--- config.mk ---
export PLATFORM = sky130hd
export DESIGN_NAME = min_top
export DESIGN_NICKNAME = d
export VERILOG_FILES = /design/src/verilog/min_pkg.sv /design/src/verilog/min_top.sv /design/src/verilog/min_csr.sv /design/src/verilog/min_l2_arb.sv /design/src/verilog/min_rq.sv /design/src/verilog/min_wdq.sv /design/src/verilog/min_parse.sv
export VERILOG_INCLUDE_DIRS = /design/src /design/src/include
export SDC_FILE = /design/constraint.sdc
export NUM_CORES = 2
export LEC_CHECK = 0
export ABC_AREA = 0
export BUFFER_PORTS_ARGS = -buffer_cell sky130_fd_sc_hd__clkbuf_2
export CAP_MARGIN = 20
export CORE_ASPECT_RATIO = 0.75
export CORE_UTILIZATION = 30
export DETAILED_ROUTE_END_ITERATION = 8
export GPL_TIMING_DRIVEN = 0
export PLACE_DENSITY = 0.43
export SLEW_MARGIN = 20
export SYNTH_ARGS = -nofsm -noshare
export SYNTH_HDL_FRONTEND = slang
export SYNTH_SLANG_ARGS = --single-unit
--- constraint.sdc ---
create_clock -name clk -period 10.25 [get_ports clk]
set_input_delay 2.5625 -clock clk [delete_from_list [all_inputs] [get_ports clk]]
set_output_delay 2.5625 -clock clk [all_outputs]
set_load 0.02 [all_outputs]
--- src/include/min_defs.svh ---
// Sizes, register map and reset values of the JBus memory inbound block.
// Included by the package and by each RTL file that needs a width or offset.
`ifndef MIN_DEFS_SVH
`define MIN_DEFS_SVH

// ********************
// Datapath sizes
`define MIN_NUM_BANKS    4     // L2 banks
`define MIN_RQ_DEPTH     8     // Entries per bank queue
`define MIN_ADDR_W       40    // Request address
`define MIN_DATA_W       64    // Bus word and write data
`define MIN_PAR_W        4     // One even parity bit per 16-bit slice
`define MIN_BANK_LO      6     // Bank select is addr[7:6]

// ********************
// APB register map
`define MIN_APB_AW       8
`define MIN_APB_DW       32
`define MIN_REG_CONFIG   8'h00 // Memory size, compared with addr[39:32]
`define MIN_REG_WMARK    8'h04 // High mark [3:0], low mark [7:4]
`define MIN_REG_ERR      8'h08 // [0] apar, [1] nonex, W1C
`define MIN_REG_LOG      8'h0C // First error address, read only

`define MIN_MEMSIZE_RST  8'h80
`define MIN_WMARK_HI_RST 4'd6
`define MIN_WMARK_LO_RST 4'd2

`endif
--- src/verilog/min_pkg.sv ---
// Types shared by the inbound memory path and its testbench.
// Bus beat and request opcodes, parser state, and the packed structs that
// carry requests, error pulses and APB traffic between blocks.
`include "min_defs.svh"

package min_pkg;

  // ********************
  // Enums
  typedef enum logic [1:0] {
    AD_IDLE    = 2'd0,
    AD_RD_HDR  = 2'd1,  // Read, single beat
    AD_WR_HDR  = 2'd2,  // Write header, data follows
    AD_WR_DATA = 2'd3
  } min_adtype_e;

  typedef enum logic {
    OP_RD = 1'b0,
    OP_WR = 1'b1
  } min_op_e;

  typedef enum logic {
    PS_IDLE  = 1'b0,
    PS_WDATA = 1'b1     // Waiting on write data beat
  } min_parse_state_e;

  // ********************
  // Structs
  typedef struct packed {
    min_op_e                op;
    logic [`MIN_ADDR_W-1:0] addr;
    logic [`MIN_DATA_W-1:0] data;   // Zero for reads
  } min_req_t;

  typedef struct packed {
    logic [$clog2(`MIN_NUM_BANKS)-1:0] bank;
    min_req_t                          req;
  } min_l2_req_t;

  typedef struct packed {
    logic                   apar;   // Address/data parity
    logic                   nonex;  // Beyond memory size
    logic [`MIN_ADDR_W-1:0] addr;   // Header address
  } min_err_t;

  typedef struct packed {
    logic                   psel;
    logic                   penable;
    logic                   pwrite;
    logic [`MIN_APB_AW-1:0] paddr;
    logic [`MIN_APB_DW-1:0] pwdata;
  } min_apb_req_t;

  typedef struct packed {
    logic [`MIN_APB_DW-1:0] prdata;
    logic                   pready;
    logic                   pslverr;
  } min_apb_rsp_t;

endpackage

--- src/verilog/min_top.sv ---
// Top of the JBus memory inbound path.
// Bus beats go through the parser and dispatcher into one queue per L2 bank,
// and the arbiter merges the queues onto a single L2 request port. The APB
// register block sets memory size and watermarks and logs errors.
`timescale 1ns/1ps
`include "min_defs.svh"

module min_top (
  input  logic                   clk,
  input  logic                   rst_n,
  input  min_pkg::min_adtype_e   j_adtype,
  input  logic [`MIN_DATA_W-1:0] j_ad,
  input  logic [`MIN_PAR_W-1:0]  j_adp,
  output logic                   aok,
  input  min_pkg::min_apb_req_t  apb_req,
  output min_pkg::min_apb_rsp_t  apb_rsp,
  output logic                   l2_req_vld,
  output min_pkg::min_l2_req_t   l2_req,
  input  logic                   l2_req_rdy
);
  import min_pkg::*;

  localparam int NB = `MIN_NUM_BANKS;

  logic               parse_vld;
  min_req_t           parse_req;
  min_err_t           parse_err;
  logic [7:0]         mem_size;
  logic [3:0]         wmark_hi;
  logic [3:0]         wmark_lo;
  logic [NB-1:0]      push;
  min_req_t           entry;      // Common write data of all queues
  logic [NB-1:0][3:0] level;
  logic [NB-1:0]      nonempty;
  min_req_t [NB-1:0]  head;
  logic [NB-1:0]      pop;

  // ********************
  // Inbound
  min_parse u_parse (
    .clk       (clk),
    .rst_n     (rst_n),
    .j_adtype  (j_adtype),
    .j_ad      (j_ad),
    .j_adp     (j_adp),
    .mem_size  (mem_size),
    .parse_vld (parse_vld),
    .parse_req (parse_req),
    .parse_err (parse_err)
  );

  min_wdq u_wdq (
    .clk       (clk),
    .rst_n     (rst_n),
    .parse_vld (parse_vld),
    .parse_req (parse_req),
    .level     (level),
    .wmark_hi  (wmark_hi),
    .wmark_lo  (wmark_lo),
    .push      (push),
    .entry     (entry),
    .aok       (aok)
  );

  // ********************
  // Bank queues
  for (genvar i = 0; i < NB; i++) begin : g_rq
    min_rq #(.DEPTH(`MIN_RQ_DEPTH)) u_rq (
      .clk      (clk),
      .rst_n    (rst_n),
      .push     (push[i]),
      .entry    (entry),
      .pop      (pop[i]),
      .nonempty (nonempty[i]),
      .head     (head[i]),
      .level    (level[i])
    );
  end

  min_l2_arb u_l2_arb (
    .clk        (clk),
    .rst_n      (rst_n),
    .nonempty   (nonempty),
    .head       (head),
    .pop        (pop),
    .l2_req_vld (l2_req_vld),
    .l2_req     (l2_req),
    .l2_req_rdy (l2_req_rdy)
  );

  min_csr u_csr (
    .clk       (clk),
    .rst_n     (rst_n),
    .apb_req   (apb_req),
    .apb_rsp   (apb_rsp),
    .parse_err (parse_err),
    .mem_size  (mem_size),
    .wmark_hi  (wmark_hi),
    .wmark_lo  (wmark_lo)
  );

endmodule

--- src/verilog/min_csr.sv ---
// APB register block of the inbound memory path.
// CONFIG and WMARK feed the parser and dispatcher. ERR collects sticky
// apar/nonex bits, cleared by writing 1. LOG keeps header address bits 31:0
// of the first error seen while ERR was clear. Zero wait states.
`timescale 1ns/1ps
`include "min_defs.svh"

module min_csr (
  input  logic                 clk,
  input  logic                 rst_n,
  input  min_pkg::min_apb_req_t apb_req,
  output min_pkg::min_apb_rsp_t apb_rsp,
  input  min_pkg::min_err_t    parse_err,
  output logic [7:0]           mem_size,
  output logic [3:0]           wmark_hi,
  output logic [3:0]           wmark_lo
);
  logic                   acc;      // APB access phase
  logic                   wr_en;
  logic                   mapped;
  logic [1:0]             err_q;    // [1] nonex, [0] apar
  logic [1:0]             err_set;
  logic [1:0]             err_clr;
  logic [31:0]            log_q;
  logic [`MIN_APB_DW-1:0] rdata;

  assign acc     = apb_req.psel && apb_req.penable;
  assign wr_en   = acc && apb_req.pwrite;
  assign err_set = {parse_err.nonex, parse_err.apar};
  assign err_clr = (wr_en && apb_req.paddr == `MIN_REG_ERR) ? apb_req.pwdata[1:0] : 2'b00;

  // ********************
  // Read mux
  always_comb begin
    mapped = 1'b1;
    rdata  = '0;
    case (apb_req.paddr)
      `MIN_REG_CONFIG: rdata[7:0] = mem_size;
      `MIN_REG_WMARK:  rdata[7:0] = {wmark_lo, wmark_hi};
      `MIN_REG_ERR:    rdata[1:0] = err_q;
      `MIN_REG_LOG:    rdata      = log_q;
      default:         mapped     = 1'b0;   // Unmapped offset
    endcase
  end

  assign apb_rsp = '{prdata: rdata, pready: 1'b1, pslverr: acc && !mapped};

  // Config registers
  always_ff @(posedge clk or negedge rst_n) begin
    if (!rst_n) begin
      mem_size <= `MIN_MEMSIZE_RST;
      wmark_hi <= `MIN_WMARK_HI_RST;
      wmark_lo <= `MIN_WMARK_LO_RST;
    end else if (wr_en) begin
      if (apb_req.paddr == `MIN_REG_CONFIG) mem_size <= apb_req.pwdata[7:0];
      if (apb_req.paddr == `MIN_REG_WMARK) begin
        wmark_hi <= apb_req.pwdata[3:0];
        wmark_lo <= apb_req.pwdata[7:4];
      end
    end
  end

  // ********************
  // Error status, new errors win over clear
  always_ff @(posedge clk or negedge rst_n) begin
    if (!rst_n) begin
      err_q <= '0;
      log_q <= '0;
    end else begin
      if (err_q == 2'b00 && err_set != 2'b00) log_q <= parse_err.addr[31:0];
      err_q <= (err_q & ~err_clr) | err_set;
    end
  end

endmodule

--- src/verilog/min_l2_arb.sv ---
// L2 request arbiter.
// Drains the bank queues round robin onto one valid/ready L2 port. A grant
// pops the queue and loads the output register, tagged with its bank, when
// that register is empty or transferring.
`timescale 1ns/1ps
`include "min_defs.svh"

module min_l2_arb (
  input  logic                                 clk,
  input  logic                                 rst_n,
  input  logic [`MIN_NUM_BANKS-1:0]            nonempty,
  input  min_pkg::min_req_t [`MIN_NUM_BANKS-1:0] head,
  output logic [`MIN_NUM_BANKS-1:0]            pop,
  output logic                                 l2_req_vld,
  output min_pkg::min_l2_req_t                 l2_req,
  input  logic                                 l2_req_rdy
);
  import min_pkg::*;

  localparam int NB = `MIN_NUM_BANKS;
  localparam int BW = $clog2(NB);

  logic [BW-1:0] last_q;    // Last granted bank
  logic [BW-1:0] gnt_idx;
  logic          gnt_vld;
  logic          load_ok;   // Output register free next cycle
  min_l2_req_t   nxt_req;

  assign load_ok = !l2_req_vld || l2_req_rdy;

  // Scan farthest first so the nearest bank after last_q wins
  always_comb begin
    logic [BW-1:0] idx;
    gnt_vld = 1'b0;
    gnt_idx = last_q;
    for (int k = NB; k >= 1; k--) begin
      idx = last_q + BW'(k);
      if (nonempty[idx]) begin
        gnt_vld = 1'b1;
        gnt_idx = idx;
      end
    end
  end

  always_comb begin
    pop = '0;
    if (load_ok && gnt_vld) pop[gnt_idx] = 1'b1;
  end

  assign nxt_req = '{bank: gnt_idx, req: head[gnt_idx]};

  // ********************
  // Output register
  always_ff @(posedge clk or negedge rst_n) begin
    if (!rst_n) begin
      l2_req_vld <= 1'b0;
      last_q     <= BW'(NB-1);     // Bank 0 first
    end else if (load_ok) begin
      l2_req_vld <= gnt_vld;
      if (gnt_vld) last_q <= gnt_idx;
    end
  end

  always_ff @(posedge clk) begin
    if (load_ok && gnt_vld) l2_req <= nxt_req;
  end

  // Stalled request held until taken
  a_l2_hold: assert property (@(posedge clk) disable iff (!rst_n)
    (l2_req_vld && !l2_req_rdy) |=> (l2_req_vld && $stable(l2_req)));

endmodule

--- src/verilog/min_rq.sv ---
// Per-bank request queue.
// Circular FIFO of requests, DEPTH a power of two and at least 2. The head
// shows a pushed entry one clock later; level reports the fill for aok.
`timescale 1ns/1ps
`include "min_defs.svh"

module min_rq #(
  parameter int DEPTH = `MIN_RQ_DEPTH
) (
  input  logic              clk,
  input  logic              rst_n,
  input  logic              push,
  input  min_pkg::min_req_t entry,
  input  logic              pop,
  output logic              nonempty,
  output min_pkg::min_req_t head,
  output logic [3:0]        level
);
  import min_pkg::*;

  localparam int PW = $clog2(DEPTH);

  min_req_t      mem [DEPTH];   // Storage
  logic [PW-1:0] wr_ptr_q;
  logic [PW-1:0] rd_ptr_q;
  logic [PW:0]   count_q;       // 0..DEPTH
  logic          full;

  assign full     = (count_q == (PW+1)'(DEPTH));
  assign nonempty = (count_q != '0);
  assign head     = mem[rd_ptr_q];
  assign level    = 4'(count_q);

  always_ff @(posedge clk) begin
    if (push) begin
      mem[wr_ptr_q] <= entry;
    end
  end

  // ********************
  // Pointers and count
  always_ff @(posedge clk or negedge rst_n) begin
    if (!rst_n) begin
      wr_ptr_q <= '0;
      rd_ptr_q <= '0;
      count_q  <= '0;
    end else begin
      if (push) wr_ptr_q <= wr_ptr_q + 1'b1;  // Wraps at DEPTH
      if (pop) rd_ptr_q <= rd_ptr_q + 1'b1;
      case ({push, pop})
        2'b10:   count_q <= count_q + 1'b1;
        2'b01:   count_q <= count_q - 1'b1;
        default: count_q <= count_q;       // Both or neither
      endcase
    end
  end

  // Dispatcher flow control keeps pushes off a full queue
  a_no_push_full: assert property (@(posedge clk) disable iff (!rst_n) push |-> !full);
  // Arbiter only pops banks it saw nonempty
  a_no_pop_empty: assert property (@(posedge clk) disable iff (!rst_n) pop |-> nonempty);

endmodule

--- src/verilog/min_wdq.sv ---
// Request dispatcher.
// Steers each parsed request to its bank queue by addr[7:6] and drives aok
// to the bus source, with hysteresis between the high and low watermarks.
`timescale 1ns/1ps
`include "min_defs.svh"

module min_wdq (
  input  logic                            clk,
  input  logic                            rst_n,
  input  logic                            parse_vld,
  input  min_pkg::min_req_t               parse_req,
  input  logic [`MIN_NUM_BANKS-1:0][3:0]  level,
  input  logic [3:0]                      wmark_hi,
  input  logic [3:0]                      wmark_lo,
  output logic [`MIN_NUM_BANKS-1:0]       push,
  output min_pkg::min_req_t               entry,
  output logic                            aok
);
  localparam int NB = `MIN_NUM_BANKS;
  localparam int BW = $clog2(NB);

  logic [BW-1:0] bank;
  logic          any_hi;   // Some queue at or over high mark
  logic          all_lo;   // Every queue at or under low mark

  assign bank  = parse_req.addr[`MIN_BANK_LO +: BW];
  assign entry = parse_req;                    // Shared by all queues

  always_comb begin
    any_hi = 1'b0;
    all_lo = 1'b1;
    for (int i = 0; i < NB; i++) begin
      push[i] = parse_vld && (bank == BW'(i));   // One-hot
      if (level[i] >= wmark_hi) any_hi = 1'b1;
      if (level[i] > wmark_lo) all_lo = 1'b0;
    end
  end

  // aok falls on any high, rises only when all are low
  always_ff @(posedge clk or negedge rst_n) begin
    if (!rst_n) begin
      aok <= 1'b1;
    end else if (any_hi) begin
      aok <= 1'b0;
    end else if (all_lo) begin
      aok <= 1'b1;
    end
  end

endmodule

--- src/verilog/min_parse.sv ---
// JBus inbound parser.
// Samples each bus beat, joins a write header with its data beat and checks
// even parity per 16-bit slice. Good requests below the memory size leave as
// a one-cycle parse_vld one clock after the last beat; bad ones are dropped
// and show up as apar or nonex pulses for the CSR block.
`timescale 1ns/1ps
`include "min_defs.svh"

module min_parse (
  input  logic                   clk,
  input  logic                   rst_n,
  input  min_pkg::min_adtype_e   j_adtype,
  input  logic [`MIN_DATA_W-1:0] j_ad,
  input  logic [`MIN_PAR_W-1:0]  j_adp,
  input  logic [7:0]             mem_size,
  output logic                   parse_vld,
  output min_pkg::min_req_t      parse_req,
  output min_pkg::min_err_t      parse_err
);
  import min_pkg::*;

  localparam int SLICE_W = `MIN_DATA_W / `MIN_PAR_W;

  min_parse_state_e       state_q;
  logic [`MIN_ADDR_W-1:0] hdr_addr_q;  // Held write header
  logic                   hdr_perr_q;  // Header had bad parity
  logic                   beat_perr;
  logic                   last_beat;   // Read header or write data
  logic [`MIN_ADDR_W-1:0] cur_addr;
  logic                   cur_perr;
  logic                   cur_nonex;
  logic                   apar_q;
  logic                   nonex_q;
  logic [`MIN_ADDR_W-1:0] err_addr_q;

  // Each adp bit equals the xor of its slice
  always_comb begin
    beat_perr = 1'b0;
    for (int i = 0; i < `MIN_PAR_W; i++) begin
      beat_perr |= j_adp[i] ^ (^j_ad[i*SLICE_W +: SLICE_W]);
    end
  end

  assign last_beat = (state_q == PS_IDLE) ? (j_adtype == AD_RD_HDR) : (j_adtype == AD_WR_DATA);
  assign cur_addr  = (state_q == PS_IDLE) ? j_ad[`MIN_ADDR_W-1:0] : hdr_addr_q;
  assign cur_perr  = beat_perr | ((state_q == PS_WDATA) & hdr_perr_q); // Either beat
  assign cur_nonex = cur_addr[`MIN_ADDR_W-1 -: 8] >= mem_size;

  // ********************
  // Beat FSM
  always_ff @(posedge clk or negedge rst_n) begin
    if (!rst_n) begin
      state_q <= PS_IDLE;
    end else if (state_q == PS_IDLE) begin
      if (j_adtype == AD_WR_HDR) begin
        state_q <= PS_WDATA;
      end
    end else begin
      state_q <= PS_IDLE;                   // Exactly one data beat
    end
  end

  always_ff @(posedge clk) begin
    if (state_q == PS_IDLE && j_adtype == AD_WR_HDR) begin
      hdr_addr_q <= j_ad[`MIN_ADDR_W-1:0];
      hdr_perr_q <= beat_perr;
    end
  end

  // ********************
  // Outputs, parity wins over range
  always_ff @(posedge clk or negedge rst_n) begin
    if (!rst_n) begin
      parse_vld <= 1'b0;
      apar_q    <= 1'b0;
      nonex_q   <= 1'b0;
    end else begin
      parse_vld <= last_beat & ~cur_perr & ~cur_nonex;
      apar_q    <= last_beat & cur_perr;
      nonex_q   <= last_beat & ~cur_perr & cur_nonex;
    end
  end

  always_ff @(posedge clk) begin
    if (last_beat) begin
      parse_req.op   <= (state_q == PS_IDLE) ? OP_RD : OP_WR;
      parse_req.addr <= cur_addr;
      parse_req.data <= (state_q == PS_IDLE) ? '0 : j_ad;  // Reads carry no data
      err_addr_q     <= cur_addr;
    end
  end

  assign parse_err = '{apar: apar_q, nonex: nonex_q, addr: err_addr_q};

  // Source never sends data without a header before it
  a_wdata_after_hdr: assert property (@(posedge clk) disable iff (!rst_n)
    (j_adtype == AD_WR_DATA) |-> (state_q == PS_WDATA));

endmodule

* Yosys cells after proc, flatten, opt, wreduce, memory -nomap -nowiden
Memories as Yosys holds them, arrays and structs flattened.
Cells that the tools add are included.
** Word-level totals
- Input bits :: 116
- Memories kept :: 4
- Register bits after elaboration :: 351
- Memory bits (writable) :: 3360
- Output and inout port bits :: 143
- Word-level logic and storage cells :: 195
** Memories
- g_rq[0].u_rq.mem :: words 8, width 105, read ports 1, clocked after memory_dff 0, wr ports 1, line min_rq.sv:23 : min_req_t mem [DEPTH];
- g_rq[1].u_rq.mem :: words 8, width 105, read ports 1, clocked after memory_dff 0, wr ports 1, line min_rq.sv:23
- g_rq[2].u_rq.mem :: words 8, width 105, read ports 1, clocked after memory_dff 0, wr ports 1, line min_rq.sv:23
- g_rq[3].u_rq.mem :: words 8, width 105, read ports 1, clocked after memory_dff 0, wr ports 1, line min_rq.sv:23
** Cells by class
- Equal/unequal tests :: 17
- Muxes and demuxes :: 52
- Add/subtract/negate cells :: 19
- Reduce and logical (&&, ||, !) cells :: 36
- Bitwise logic cells :: 19
- Magnitude comparators :: 15
** Operator list (number)
- 105-bit binary-select mux with 2-bit select :: 1
- 105-bit 2-to-1 mux :: 1
- 16-bit parity :: 4
- 40-bit 2-to-1 mux :: 1
- 1-bit 2-to-1 mux :: 32
- 4-bit case mux with 2 select lines :: 4
- 3-bit by 1-bit adder with 3-bit output (second input constant) :: 8
- 24-bit 2-to-1 mux :: 1
- 6-bit case mux with 3 select lines :: 1
- 4-bit by 1-bit adder with 4-bit output (second input constant) :: 4
- 2-bit == test (second input constant) :: 8
- 8-bit by 4-bit == test with 1-bit output (second input constant) :: 2
- 4-bit greater-or-equal comparator :: 4
- 4-bit > comparator :: 4
- 4-bit nonzero test :: 4
- 4-bit by 1-bit subtractor with 4-bit output (second input constant) :: 4
- 2-bit by 3-bit < comparator with 1-bit output (second input constant) :: 5
- 2-bit by 1-bit == test with 1-bit output (second input constant) :: 6
- 1-bit logical AND :: 12
- 2-bit nonzero test :: 6
- 1-bit binary-select mux with 2-bit select :: 4
- 8-bit by 3-bit == test with 1-bit output (second input constant) :: 1
- 8-bit greater-or-equal comparator :: 1
- 8-bit logical NOT :: 1
- 19 further kinds :: 39

* Logic depth before layout (Yosys ltp)
- Word-level depth :: 13
- Mapped depth :: 14
- Depth with buffers taken out :: 13

* Hierarchy
Synthesis repeated with hierarchy kept, for this count alone.
** Unflattened totals
- Cells, all modules :: 6592
- Area total of the unflattened synthesis :: 145248.1 µm²
** Modules (own cells, without submodules)
- min_rq :: seq. area each 25474.4 µm², instances 4, cells each 1267, area each 32079.5 µm²
- min_parse :: seq. area each 4484.3 µm², instances 1, cells each 406, area each 6502.5 µm²
- min_l2_arb :: seq. area each 3290.7 µm², instances 1, cells each 736, area each 6495.0 µm²
- min_csr :: seq. area each 1256.2 µm², instances 1, cells each 186, area each 2399.8 µm²
- min_wdq :: seq. area each 26.3 µm², instances 1, cells each 196, area each 1532.7 µm²

* Worst setup path after synthesis
Ideal clock, no wire load.
- Path kind :: input -> register
- Start :: input port l2_req_rdy
- End :: register g_rq[2].u_rq.count_q[3]
- Data arrival time :: 9.744 ns
- Required time :: 10.125 ns
- Library setup time :: 0.125 ns
- Setup slack :: 0.381 ns
- Stages on the path :: 11
- Path through :: inv_1 -> a21oi_1 -> nand2b_4 -> nor2_8 -> ha_1 -> ha_1 -> a21o_1 -> a21oi_1 -> xnor2_1 -> nor2_1 -> xor2_1
** On the way
- Longest elaborated chain between the ends :: 5
- Elaborated cells between the ends (all ways) :: 7
** RTL lines
- from (decl) :: line min_top.sv:19 : input logic l2_req_rdy
- 1-bit logical OR * :: line min_l2_arb.sv:29 : assign load_ok = !l2_req_vld || l2_req_rdy;
- 1-bit logical AND * :: line min_l2_arb.sv:47 : if (load_ok && gnt_vld) pop[gnt_idx] = 1'b1;
- 4-bit 2-to-1 mux * :: line min_l2_arb.sv:47
- net g_rq[2].u_rq.pop :: line min_rq.sv:14 : input logic pop,
- 2-bit by 1-bit == test with 1-bit output or 2-bit == test (tied branches) :: line min_rq.sv:50 : case ({push, pop})
- 4-bit case mux with 2 select lines or 2-bit nonzero test (tied branches)
- to (signal assigned) :: line min_rq.sv:51 : 2'b10: count_q <= count_q + 1'b1;
- to (signal assigned) :: line min_rq.sv:52 : 2'b01: count_q <= count_q - 1'b1;
- to (signal assigned) :: line min_rq.sv:53 : default: count_q <= count_q;
- to (decl) :: line min_rq.sv:26 : logic [PW:0] count_q;
Mark *: on every way through the listed nets, which the timed path passes. The rest lies on a longest branch.
A chain may end at the register's enable or synchronous reset.

==> results.sh <==
export IMPL_synth_compound_area_share_pct=1.39
export IMPL_drt_wl_total_mm=421
export IMPL_drt_antenna_violating_nets=0
export IMPL_hold_class="flip-flop to flip-flop"
export IMPL_nets=7793
export IMPL_rsz0062_at_grt="no"
export IMPL_initial_core_util_pct=30.2
export IMPL_place_congestion=0.745
export IMPL_status="completed"
export IMPL_num_rows=219
export IMPL_fmax_ghz=0.145
export IMPL_finalHoldViolations=0
export IMPL_crit_top_cell="clkbuf_2"
export IMPL_synthFlopType="edfxtp_1"
export IMPL_postCtsSetupRepairBufs=0
export IMPL_drcViolationCount=0
export IMPL_die_w_um=800
export IMPL_syn_num_nets=6719
export IMPL_syn_avg_cell_area_um2=21.9
export IMPL_insertion_delay_ns=1.01
export IMPL_core_area_mm2=0.475
export IMPL_drive_gt1_share_pct=30.7
export IMPL_max_stage_delay_ns=0.38
export IMPL_clockBufferDepth=4
export IMPL_whs_endpoint="u_parse.parse_req[104]$_DFFE_PP_"
export IMPL_worstMarginPinSlew_ns=1.21
export IMPL_end_kind="output port"
export IMPL_worstPathCellList="clkbuf_2, nor4_1, nand2_1, nor2_1, clkbuf_1, and2_1, clkbuf_2"
export IMPL_cp_top_family="simple AND/OR/NAND/NOR gates"
export IMPL_crit_type="primary input to output port"
export IMPL_ys_seq_area_share_pct=77.5
export IMPL_finalInstanceArea_mm2=0.172
export IMPL_ys_ff_latch=3711
export IMPL_yosys_area_share_simple_pct=1.78
export IMPL_wire_per_inst_um=29.5
export IMPL_synth_fa_ha_area_share_pct=0.581
export IMPL_grt_usage_pct=17.3
export IMPL_relSlewSlack_pct=18.2
export IMPL_pre_cts_slack_ns=3.35
export IMPL_cts_resized=0
export IMPL_synthesis_area_mm2=0.143
export IMPL_yosysWarnings=0
export IMPL_hold_buffers=0
export IMPL_cp_data_arrival_time_ns=4.32
export IMPL_cts_buffers=392
export IMPL_numClockSinks=3711
export IMPL_dieArea_mm2=0.480
export IMPL_synthDistinctLibCells=48
export IMPL_required_ns=7.69
export IMPL_grt_overflow=0
export IMPL_leakage_nw=55.6
export IMPL_antenna_found_initial=62
export IMPL_cp_max_fo=10
export IMPL_setup_violations=0
export IMPL_setup_tns_ns=0
export IMPL_synth_top_family_by_area="multiplexers"
export IMPL_tritoncts="done"
export IMPL_cp_slowest_cell="nor4_1"
export IMPL_syn2layout_area_growth_pct=20.3
export IMPL_synthMuxAreaShare_pct=17.0
export IMPL_cts_root_buf="clkbuf_16"
export IMPL_layout_setup_ws_ns=3.37
export IMPL_cp_num_buf_inv=3
export IMPL_firstDrtPassIters=5
export IMPL_postPlaceCellArea_mm2=0.159
export IMPL_dpl_hpwl_mm=295
export IMPL_vias_per_cell=4.89
export IMPL_worstSetupStartpointType="primary input"
export IMPL_synth_edf_count=3613
export IMPL_clkTransAtPathRegs_ns=0.06
export IMPL_power_density_mw_per_mm2=268
export IMPL_r2r_end="u_l2_arb.l2_req[87]$_DFFE_PN_"
export IMPL_async_reset_ff_share_pct=2.64
export IMPL_io_pins=259
export IMPL_synthXorXnorAreaFrac_pct=0.575
export IMPL_chipHeight_um=600
export IMPL_grt_max_degree=79
export IMPL_r2r_start="g_rq[2].u_rq.level[1]$_DFFE_PN0P_"
export IMPL_reg2reg_depth=9
export IMPL_clock_skew_ns=0.0569
export IMPL_min_period_over_period_pct=67.1
export IMPL_finalCriticalPeriod_ns=6.88
export IMPL_synthCells=6539
export IMPL_grt_pass1_vias=71500
export IMPL_grt_pass1_wl_mm=581
export IMPL_route_vias_total=69800
export IMPL_maxCapViolations=0
export IMPL_portBuffers=232
export IMPL_drv_slew=0
export IMPL_htree_num_levels=5
export IMPL_worst_r2r_setup_slack_ns=4.92
export IMPL_hold_depth=0
export IMPL_first_iter_violations=6062
export IMPL_hp_start="u_parse.state_q$_DFF_PN0_"
export IMPL_fillers=43700
export IMPL_peakVddDrop_uv=169
[flip-flops by register name (all words and copies together) (netlist names)]
signal               flops
u_parse.parse_vld        1
u_l2_arb.l2_req        107
u_parse.hdr_perr_q       1
g_rq.u_rq.wr_ptr_q      12
u_csr.wmark_lo           4
u_parse.state_q          1
u_l2_arb.l2_req_vld      1
u_csr.err_q              2
u_parse.apar_q           1
u_parse.parse_req       65
u_csr.mem_size           8
u_parse.err_addr_q      40
u_parse.hdr_addr_q      40
u_csr.wmark_hi           4
g_rq.u_rq.mem         3360
u_csr.log_q             32
g_rq.u_rq.level         16
u_wdq.aok                1
u_parse.nonex_q          1
u_l2_arb.last_q          2
g_rq.u_rq.rd_ptr_q      12
[cells by family (layout without fill, tap and decap cells)]
kind of cell,Yosys count,in the layout
buffers and inverters,363,1755
xor gates and xnor gates,94,94
AOI/OAI and AO/OA,383,383
and+or+nand+nor,565,565
other,1,30
muxes,1358,1358
DFF,3711,3711
adders and majority gates,64,64
[metrics by stage]
stage               utilization, %  instances  hold slack, ns  power (mW)
CTS                           36.1      14200           0.451        46.8
finish                        36.3      14300           0.455        46.1
floorplan                        -       6539           0.423        26.3
detailed placement            33.5      13500           0.437        32.9
global route                  36.3      14200           0.471        48.0
global placement              32.1      13100           0.438        32.6
[power breakdown]
| group | internal, mW | total (mW) | switching, mW |
|---|---|---|---|
| registers | 17.3 | 17.7 | 0.362 |
| clock network | 7.81 | 13.8 | 6.03 |
| logic | 5.42 | 14.6 | 9.15 |
| total | 30.6 | 46.1 | 15.5 |
[layout make-up]
| cell class | instances | area (um2) | area share, % |
|---|---|---|---|
| sequential | 3711 | 111000 | 64.4 |
| clock inverter | 207 | 1840 | 1.07 |
| buffer | 329 | 1490 | 0.868 |
| inverter | 34 | 149 | 0.0865 |
| timing repair buffer | 680 | 8510 | 4.94 |
| multi-input combinational | 2465 | 30800 | 17.9 |
| clock buffer | 505 | 10400 | 6.06 |
| tap | 6298 | 7880 | 4.58 |
| antenna | 29 | 72.6 | 0.0422 |
[placed cells by master (no fill, tap or decap), types with 8 or more instances in the layout]
cell type,instances
nor3_2,8
ha_1,60
clkbuf_2,249
dfrtp_1,91
xor2_1,25
diode_2,29
buf_8,89
and2_1,89
bufinv_16,25
nor2_4,24
nor2_1,335
buf_2,108
a21oi_1,119
o21ai_0,231
mux2i_1,316
clkinv_1,94
buf_4,138
buf_12,121
clkbuf_16,402
a21o_1,13
clkinv_2,55
inv_1,32
mux2_2,197
nand2b_1,19
nand2_1,49
xnor2_1,68
buf_16,83
clkbuf_1,277
buf_6,29
mux4_2,842
clkbuf_4,10
edfxtp_1,3613
[routing by layer]
layer | vias up | global-route usage [%] | wire length [um]
met5 | - | 0 | 0
met4 | 0 | 4.08 | 10500
met3 | 531 | 2.31 | 21200
met2 | 1886 | 26.8 | 191000
met1 | 38100 | 25.9 | 198000
li1 | 29300 | - | -
[worst max path at each step]
stage | start | end | slack [ns] | cells past startpoint
2_1_floorplan | l2_req_rdy | g_rq[2].u_rq.level[3]$_DFFE_PN0P_ | 0.38 | 11
3_3_place_gp | u_parse.err_addr_q[7]$_DFFE_PP_ | g_rq[2].u_rq.mem[0][27]$_DFFE_PP_ | -11.43 | 3
3_5_place_dp | apb_req[37] | apb_rsp[29] | 3.35 | 7
4_1_cts | apb_req[37] | apb_rsp[29] | 3.35 | 7
5_1_grt | apb_req[37] | apb_rsp[23] | 3.15 | 7
6_report | apb_req[37] | apb_rsp[29] | 3.37 | 7
[Yosys cell counts (3+ instances only)]
master,n,area (um2)
mux2i_1,316,3160
nor2_1,359,1350
xnor2_1,69,604
a21oi_1,120,601
ha_1,60,751
buf_6,3,33.8
buf_2,108,541
nand3_1,3,15.0
and3_1,5,31.3
nor3_1,10,50.1
clkbuf_1,203,762
and2_1,89,557
xor2_1,25,219
nor3b_1,3,22.5
nand2_1,49,184
dfrtp_1,91,2280
buf_1,4,15.0
mux2_2,197,2220
o21ai_0,234,1170
a21o_1,13,97.6
edfxtp_1,3613,108000
fa_1,4,80.1
dfstp_2,7,184
nor4_1,7,43.8
a22oi_1,7,52.6
nor2b_1,7,43.8
nand2b_1,19,119
mux4_2,842,19000
nand4_1,4,25.0
buf_4,11,82.6
inv_1,33,124
a41oi_1,4,35.0
Note: power is estimated with default switching activity, not from simulation.
